`src/hdl/rs_branch_pkg.sv`:
```
`default_nettype none

package rs_branch_pkg;

   localparam int DATA_LEN    = 32;
   localparam int ADDR_LEN    = 32;
   localparam int RRF_SEL     = 6;
   localparam int SPECTAG_LEN = 5; // One-hot branch tag
   localparam int OPCODE_LEN  = 7;

   // Select widths below are sized for exactly four entries
   localparam int ENT_NUM = 4;
   localparam int ENT_SEL = 2;

   typedef logic [ENT_SEL-1:0] ent_addr_t;

   // While valid is low the low RRF_SEL bits of data hold the awaited tag
   typedef struct packed {
      logic [DATA_LEN-1:0] data;
      logic                valid;
   } operand_t;

   typedef struct packed {
      logic [DATA_LEN-1:0] data;
      logic [RRF_SEL-1:0]  dst;
      logic                kill; // Producer was squashed
   } result_bus_t;

   typedef struct packed {
      logic [ADDR_LEN-1:0]    pc;
      logic [DATA_LEN-1:0]    imm;
      logic [RRF_SEL-1:0]     rrftag;
      logic                   dstval;
      logic [SPECTAG_LEN-1:0] spectag;
      logic [OPCODE_LEN-1:0]  opcode;
   } payload_t;

   typedef struct packed {
      payload_t payload;
      operand_t src1;
      operand_t src2;
      logic     specbit;
   } alloc_req_t;

   typedef struct packed {
      payload_t            payload;
      logic [DATA_LEN-1:0] src1;
      logic [DATA_LEN-1:0] src2;
      logic                specbit;
   } issue_t;

endpackage

`default_nettype wire

```
`src/hdl/operand_wakeup.sv`:
```
`timescale 1ns/1ps
`default_nettype none

module operand_wakeup #(
   parameter int NUM_RESULT_BUSES = 2
) (
   input  wire rs_branch_pkg::operand_t                           opr,
   input  wire rs_branch_pkg::result_bus_t [NUM_RESULT_BUSES-1:0] results,
   output rs_branch_pkg::operand_t                                resolved_opr
);

   logic [rs_branch_pkg::RRF_SEL-1:0] tag;
   logic [NUM_RESULT_BUSES-1:0]       live_match;

   assign tag = opr.data[rs_branch_pkg::RRF_SEL-1:0];

   always_comb begin
      resolved_opr = opr;
      if (!opr.valid) begin
         // Walk downwards so the lowest numbered bus wins
         for (int i = NUM_RESULT_BUSES - 1; i >= 0; i--) begin
            if (!results[i].kill && results[i].dst == tag) begin
               resolved_opr.data  = results[i].data;
               resolved_opr.valid = 1'b1;
            end
         end
      end
   end

   // Tag hits that come from live producers only
   always_comb begin
      for (int i = 0; i < NUM_RESULT_BUSES; i++) begin
         live_match[i] = (results[i].dst == tag) & ~results[i].kill;
      end
   end

   // Squashed results never wake a waiting operand
   always_comb begin
      assert final (opr.valid || (|live_match) || resolved_opr == opr)
         else $error("operand_wakeup: operand woken by killed result bus");
   end

endmodule

`default_nettype wire

```
`src/hdl/rs_branch_entry.sv`:
```
`timescale 1ns/1ps
`default_nettype none

module rs_branch_entry #(
   parameter int NUM_RESULT_BUSES = 2
) (
   input  wire                                                    clk,
   input  wire                                                    reset,
   input  wire                                                    busy,
   input  wire                                                    we,
   input  wire rs_branch_pkg::alloc_req_t                         wdata,
   input  wire rs_branch_pkg::result_bus_t [NUM_RESULT_BUSES-1:0] results,
   output rs_branch_pkg::payload_t                                payload,
   output logic [rs_branch_pkg::DATA_LEN-1:0]                     ex_src1,
   output logic [rs_branch_pkg::DATA_LEN-1:0]                     ex_src2,
   output logic                                                   ready
);

   logic [rs_branch_pkg::DATA_LEN-1:0] src1_data;
   logic [rs_branch_pkg::DATA_LEN-1:0] src2_data;
   logic                               src1_valid;
   logic                               src2_valid;
   rs_branch_pkg::operand_t            src1;
   rs_branch_pkg::operand_t            src2;
   rs_branch_pkg::operand_t            next1;
   rs_branch_pkg::operand_t            next2;

   assign src1 = '{data: src1_data, valid: src1_valid};
   assign src2 = '{data: src2_data, valid: src2_valid};

   operand_wakeup #(
      .NUM_RESULT_BUSES(NUM_RESULT_BUSES)
   ) wakeup1_i (
      .opr         (src1),
      .results     (results),
      .resolved_opr(next1)
   );

   operand_wakeup #(
      .NUM_RESULT_BUSES(NUM_RESULT_BUSES)
   ) wakeup2_i (
      .opr         (src2),
      .results     (results),
      .resolved_opr(next2)
   );

   // Same-cycle bypass of a matching result
   assign ex_src1 = next1.data;
   assign ex_src2 = next2.data;

   assign ready = busy & src1_valid & src2_valid;

   always_ff @(posedge clk) begin
      if (reset) begin
         src1_valid <= 1'b0;
         src2_valid <= 1'b0;
      end else if (we) begin
         src1_valid <= wdata.src1.valid;
         src2_valid <= wdata.src2.valid;
      end else begin
         src1_valid <= next1.valid;
         src2_valid <= next2.valid;
      end
   end

   always_ff @(posedge clk) begin
      if (we) begin
         payload   <= wdata.payload;
         src1_data <= wdata.src1.data;
         src2_data <= wdata.src2.data;
      end else begin
         src1_data <= next1.data; // Tag until woken
         src2_data <= next2.data;
      end
   end

   // The allocator only picks entries that busyvec shows as free
   assert property (@(posedge clk) disable iff (reset) we |-> !busy)
      else $error("rs_branch_entry: allocation onto a busy entry");

endmodule

`default_nettype wire

```
`src/hdl/rs_branch_status.sv`:
```
`timescale 1ns/1ps
`default_nettype none

module rs_branch_status (
   input  wire                                                            clk,
   input  wire                                                            reset,
   input  wire                                                            we1,
   input  wire                                                            we2,
   input  wire rs_branch_pkg::ent_addr_t                                  waddr1,
   input  wire rs_branch_pkg::ent_addr_t                                  waddr2,
   input  wire                                                            wspecbit1,
   input  wire                                                            wspecbit2,
   input  wire                                                            clearbusy,
   input  wire rs_branch_pkg::ent_addr_t                                  issueaddr,
   input  wire                                                            prmiss,
   input  wire                                                            prsuccess,
   input  wire [rs_branch_pkg::SPECTAG_LEN-1:0]                           prtag,
   input  wire [rs_branch_pkg::SPECTAG_LEN-1:0]                           specfixtag,
   input  wire [rs_branch_pkg::ENT_NUM-1:0][rs_branch_pkg::SPECTAG_LEN-1:0] entry_spectag,
   output logic [rs_branch_pkg::ENT_NUM-1:0]                              busyvec,
   output logic                                                           specbit
);

   logic [rs_branch_pkg::ENT_NUM-1:0] specbitvec;
   logic [rs_branch_pkg::ENT_NUM-1:0] survive_vec; // Not on the mispredicted path
   logic [rs_branch_pkg::ENT_NUM-1:0] spec_keep;   // Not tagged with resolved branch
   logic [rs_branch_pkg::ENT_NUM-1:0] specbit_next;

   always_comb begin
      for (int i = 0; i < rs_branch_pkg::ENT_NUM; i++) begin
         survive_vec[i] = (entry_spectag[i] & specfixtag) == '0;
         spec_keep[i]   = entry_spectag[i] != prtag;
      end
   end

   assign specbit_next = specbitvec & spec_keep;

   // Issue sees the resolved bit in the cycle of the outcome
   assign specbit = prsuccess ? specbit_next[issueaddr] : specbitvec[issueaddr];

   always_ff @(posedge clk) begin
      if (reset) begin
         busyvec    <= '0;
         specbitvec <= '0;
      end else if (prmiss) begin
         busyvec    <= busyvec & survive_vec;
         specbitvec <= '0;
      end else if (prsuccess) begin
         specbitvec <= specbit_next;
         if (clearbusy) begin
            busyvec[issueaddr] <= 1'b0;
         end
      end else begin
         if (we1) begin
            busyvec[waddr1]    <= 1'b1;
            specbitvec[waddr1] <= wspecbit1;
         end
         if (we2) begin
            busyvec[waddr2]    <= 1'b1;
            specbitvec[waddr2] <= wspecbit2;
         end
         if (clearbusy) begin
            busyvec[issueaddr] <= 1'b0;
         end
      end
   end

   assert property (@(posedge clk) disable iff (reset)
                    (we1 && we2) |-> waddr1 != waddr2)
      else $error("rs_branch_status: dual allocation to one entry");

endmodule

`default_nettype wire

```
`src/hdl/rs_branch.sv`:
```
`timescale 1ns/1ps
`default_nettype none

module rs_branch #(
   parameter int NUM_RESULT_BUSES = 2
) (
   input  wire                                                    clk,
   input  wire                                                    reset,
   input  wire                                                    we1,
   input  wire                                                    we2,
   input  wire rs_branch_pkg::ent_addr_t                          waddr1,
   input  wire rs_branch_pkg::ent_addr_t                          waddr2,
   input  wire rs_branch_pkg::alloc_req_t                         alloc1,
   input  wire rs_branch_pkg::alloc_req_t                         alloc2,
   input  wire                                                    clearbusy,
   input  wire rs_branch_pkg::ent_addr_t                          issueaddr,
   input  wire                                                    prmiss,
   input  wire                                                    prsuccess,
   input  wire [rs_branch_pkg::SPECTAG_LEN-1:0]                   prtag,
   input  wire [rs_branch_pkg::SPECTAG_LEN-1:0]                   specfixtag,
   input  wire rs_branch_pkg::result_bus_t [NUM_RESULT_BUSES-1:0] results,
   output logic [rs_branch_pkg::ENT_NUM-1:0]                      busyvec,
   output logic [rs_branch_pkg::ENT_NUM-1:0]                      ready,
   output rs_branch_pkg::issue_t                                  issue
);

   logic                                                             alloc_ok;
   logic                                                             we1_ok;
   logic                                                             we2_ok;
   logic                                                             issue_specbit;
   rs_branch_pkg::payload_t [rs_branch_pkg::ENT_NUM-1:0]             ent_payload;
   logic [rs_branch_pkg::ENT_NUM-1:0][rs_branch_pkg::DATA_LEN-1:0]    ent_src1;
   logic [rs_branch_pkg::ENT_NUM-1:0][rs_branch_pkg::DATA_LEN-1:0]    ent_src2;
   logic [rs_branch_pkg::ENT_NUM-1:0][rs_branch_pkg::SPECTAG_LEN-1:0] ent_spectag;

   // No allocation in a cycle carrying a prediction outcome
   assign alloc_ok = ~(prmiss | prsuccess);
   assign we1_ok   = we1 & alloc_ok;
   assign we2_ok   = we2 & alloc_ok;

   rs_branch_status status_i (
      .clk          (clk),
      .reset        (reset),
      .we1          (we1_ok),
      .we2          (we2_ok),
      .waddr1       (waddr1),
      .waddr2       (waddr2),
      .wspecbit1    (alloc1.specbit),
      .wspecbit2    (alloc2.specbit),
      .clearbusy    (clearbusy),
      .issueaddr    (issueaddr),
      .prmiss       (prmiss),
      .prsuccess    (prsuccess),
      .prtag        (prtag),
      .specfixtag   (specfixtag),
      .entry_spectag(ent_spectag),
      .busyvec      (busyvec),
      .specbit      (issue_specbit)
   );

   for (genvar i = 0; i < rs_branch_pkg::ENT_NUM; i++) begin : g_ent
      logic                      sel1;
      logic                      ent_we;
      rs_branch_pkg::alloc_req_t wdata;

      // Port 1 has priority for its target entry
      assign sel1   = we1_ok && waddr1 == rs_branch_pkg::ENT_SEL'(i);
      assign ent_we = sel1 || (we2_ok && waddr2 == rs_branch_pkg::ENT_SEL'(i));
      assign wdata  = sel1 ? alloc1 : alloc2;

      rs_branch_entry #(
         .NUM_RESULT_BUSES(NUM_RESULT_BUSES)
      ) entry_i (
         .clk    (clk),
         .reset  (reset),
         .busy   (busyvec[i]),
         .we     (ent_we),
         .wdata  (wdata),
         .results(results),
         .payload(ent_payload[i]),
         .ex_src1(ent_src1[i]),
         .ex_src2(ent_src2[i]),
         .ready  (ready[i])
      );

      assign ent_spectag[i] = ent_payload[i].spectag;
   end

   assign issue = '{
      payload: ent_payload[issueaddr],
      src1:    ent_src1[issueaddr],
      src2:    ent_src2[issueaddr],
      specbit: issue_specbit
   };

endmodule

`default_nettype wire

```
`config.mk`:
```
export PLATFORM = sky130hd
export DESIGN_NAME = rs_branch
export DESIGN_NICKNAME = d
export VERILOG_FILES = /design/src/hdl/rs_branch_pkg.sv /design/src/hdl/operand_wakeup.sv /design/src/hdl/rs_branch_entry.sv /design/src/hdl/rs_branch_status.sv /design/src/hdl/rs_branch.sv
export SDC_FILE = /design/constraint.sdc
export NUM_CORES = 2
export LEC_CHECK = 0
export ABC_AREA = 1
export ABC_CLOCK_PERIOD_IN_PS = 15500
export BUFFER_PORTS_ARGS = -buffer_cell sky130_fd_sc_hd__buf_4
export CAP_MARGIN = 20
export CORE_UTILIZATION = 40
export DETAILED_ROUTE_END_ITERATION = 8
export GPL_ROUTABILITY_DRIVEN = 0
export PLACE_DENSITY_LB_ADDON = 0.05
export SETUP_SLACK_MARGIN = 0.05
export SYNTH_ARGS = -nofsm -noshare
export SYNTH_HDL_FRONTEND = slang
export SYNTH_HIERARCHICAL = 1
export SYNTH_SLANG_ARGS = --single-unit
```
`constraint.sdc`:
```
create_clock -name clk -period 15.5 [get_ports clk]
set_clock_uncertainty 0.05 [all_clocks]
set_input_delay 4.65 -clock clk [delete_from_list [all_inputs] [get_ports clk]]
set_output_delay 4.65 -clock clk [all_outputs]
set_load 0.005 [all_outputs]
```
==> impl_metrics.env <==
export IMPL_max_freq_mhz=76.5
export IMPL_rsz0062_at_grt="no"
export IMPL_grt_use_total_pct=34.5
export IMPL_clkSinkCount=604
export IMPL_layout_setup_ws_ps=2430
export IMPL_max_vdd_ir_drop_uv=93.1
export IMPL_start_kind="input port"
export IMPL_nNetsFinal=8302
export IMPL_critical_path_max_fanout=34
export IMPL_vias=52500
export IMPL_avgRoutedWirePerCell_um=22.5
export IMPL_dieArea_um2=120000
export IMPL_dp_slack_ps=2590
export IMPL_dr_pass1_iters=7
export IMPL_min_path_type="reg2reg"
export IMPL_tns_ps=0
export IMPL_placedCellCount=9357
export IMPL_post_cts_resized=0
export IMPL_synth_area_um2=47500
export IMPL_worstSetupPathType="in2out"
export IMPL_route_detailed_drc=0
export IMPL_cp_end_kind="output port"
export IMPL_power_leakage_nw=29.5
export IMPL_cts_setup_buffers=0
export IMPL_synthCells=7772
export IMPL_worstMarginPinSlew_ps=1200
export IMPL_rows=126
export IMPL_arrival_ps=8370
export IMPL_io_buffers=556
export IMPL_area_delta_synth_final_pct=13.9
export IMPL_dp_hpwl_mm=128
export IMPL_overflow=0
export IMPL_die_h_um=347
export IMPL_rr_worst_depth=12
export IMPL_viasPerCell=5.52
export IMPL_antenna_found_initial=31
export IMPL_drt_iter0_drc=5402
export IMPL_synth_area_per_cell_um2=6.12
export IMPL_ant_nets=0
export IMPL_initial_core_util_pct=40.3
export IMPL_path_clk_slew_ps=50
export IMPL_grt_max_degree=187
export IMPL_cts_buffer_depth=3
export IMPL_htreeDepth=3
export IMPL_cts_tree="done"
export IMPL_ios=557
export IMPL_drv_slew=0
export IMPL_syn_num_nets=8173
export IMPL_p_per_area_nw_per_um2=128
export IMPL_die_x_um=347
export IMPL_power_total_mw=6.91
export IMPL_root_buffer="clkbuf_16"
export IMPL_routed_wl_mm=215
export IMPL_drive_gt1_share_pct=11.2
export IMPL_clk_latency_ps=680
export IMPL_crit_required_ps=10800
export IMPL_outcome="complete, no violations"
export IMPL_cts_buffers=77
export IMPL_fillers=12500
export IMPL_hold_viol_final=0
export IMPL_period_share_pct=84.3
export IMPL_fin_cells=9515
export IMPL_setup_violations=0
export IMPL_ys_warn_count=6
export IMPL_cts_hold_buffers=0
export IMPL_fin_crit_ps=13070
export IMPL_drv_cap=0
export IMPL_grt_pass1_wl_mm=315
export IMPL_coreArea_um2=118000
export IMPL_hold_path_depth=2
export IMPL_grt_pass1_vias=48700
export IMPL_relSlewSlack_pct=19.8
-- worst max-delay path, stage by stage --
cell and delay, ps:
buf_4 210, inv_1 60, nand2_1 60, nand3_1 100, nor2_4 890, nand2_2 800
nand2_2 280, nand2_4 400, nand2_1 170, nand2_1 70, inv_1 80, inv_1 40
nand2_1 40, o211ai_1 90, nand2_1 210, buf_4 150
-- through the flow --
| step | utilization, % | hold slack [ps] | cell area (um^2) |
|---|---|---|---|
| floorplan | - | 423 | 47500 |
| global placement | 43.7 | 448 | 51600 |
| detailed placement | 43.8 | 455 | 51600 |
| CTS | 45.9 | 462 | 54100 |
| global route | 45.9 | 485 | 54200 |
| finish | 45.9 | 459 | 54200 |
-- power by group --
group          internal, mW  leakage, nW  total, mW  switching [mW]
Sequential             2.09         5.29       2.24           0.150
Combinational         0.901         23.0       2.85            1.95
Clock                  1.03         1.21       1.83           0.801
-- flip-flops by register name (all words and copies together), names as in the netlist --
register	flops
g_ent.entry_i/payload	332
g_ent.entry_i/src1_data	128
g_ent.entry_i/src1_valid	4
g_ent.entry_i/src2_data	128
g_ent.entry_i/src2_valid	4
status_i/busyvec	4
status_i/specbitvec	4
-- final cells by class --
| cell class | instances | area [um^2] | share of cell area [%] |
|---|---|---|---|
| diodes | 18 | 45.0 | 0.0832 |
| clock buffers | 100 | 2050 | 3.79 |
| clock inverters | 39 | 435 | 0.804 |
| inverters | 1443 | 5430 | 10.0 |
| multi-input cells | 5140 | 23900 | 44.1 |
| flip-flops and latches | 604 | 15400 | 28.5 |
| well taps | 1536 | 1920 | 3.55 |
| repair buffers | 635 | 4960 | 9.17 |
-- routing by layer --
| layer | vias up | track usage (%) | share of wire (%) |
|---|---|---|---|
| met5 | - | 0 | 0.083 |
| met4 | 26 | 17.7 | 5.1 |
| met3 | 547 | 7.53 | 9.7 |
| met2 | 2550 | 56.0 | 46 |
| met1 | 24300 | 42.8 | 40 |
| li1 | 25000 | - | - |
-- final timing paths --
check | start | endpoint | slack [ps]
worst max-delay path | results[1] | issue[23] | 2430
worst min-delay path | status_i/specbitvec[2] | status_i/specbitvec[2] | 460
worst max register to register | g_ent[1].entry_i/src2_data[2] | g_ent[1].entry_i/src2_data[1] | 11660
worst min register to register | status_i/specbitvec[2] | status_i/specbitvec[2] | 460
-- cell usage in the layout, fill, tap and decap left out, types with 8 or more instances in the layout --
| cell | n |
|---|---|
| nor2_2 | 8 |
| buf_12 | 11 |
| nand4_1 | 604 |
| nand2_1 | 2972 |
| nand2_4 | 8 |
| o211ai_1 | 301 |
| clkinv_1 | 11 |
| o21ai_0 | 262 |
| edfxtp_1 | 332 |
| dfxtp_1 | 272 |
| nor2_4 | 28 |
| diode_2 | 18 |
| nor2_1 | 54 |
| buf_4 | 619 |
| nand2_2 | 24 |
| nand3_1 | 793 |
| inv_2 | 70 |
| o21ai_1 | 17 |
| clkbuf_16 | 77 |
| inv_1 | 1371 |
| clkbuf_1 | 19 |
| xnor2_1 | 12 |
| a21oi_1 | 27 |
| clkinv_2 | 12 |
Note: power is estimated with default switching activity, not from simulation.
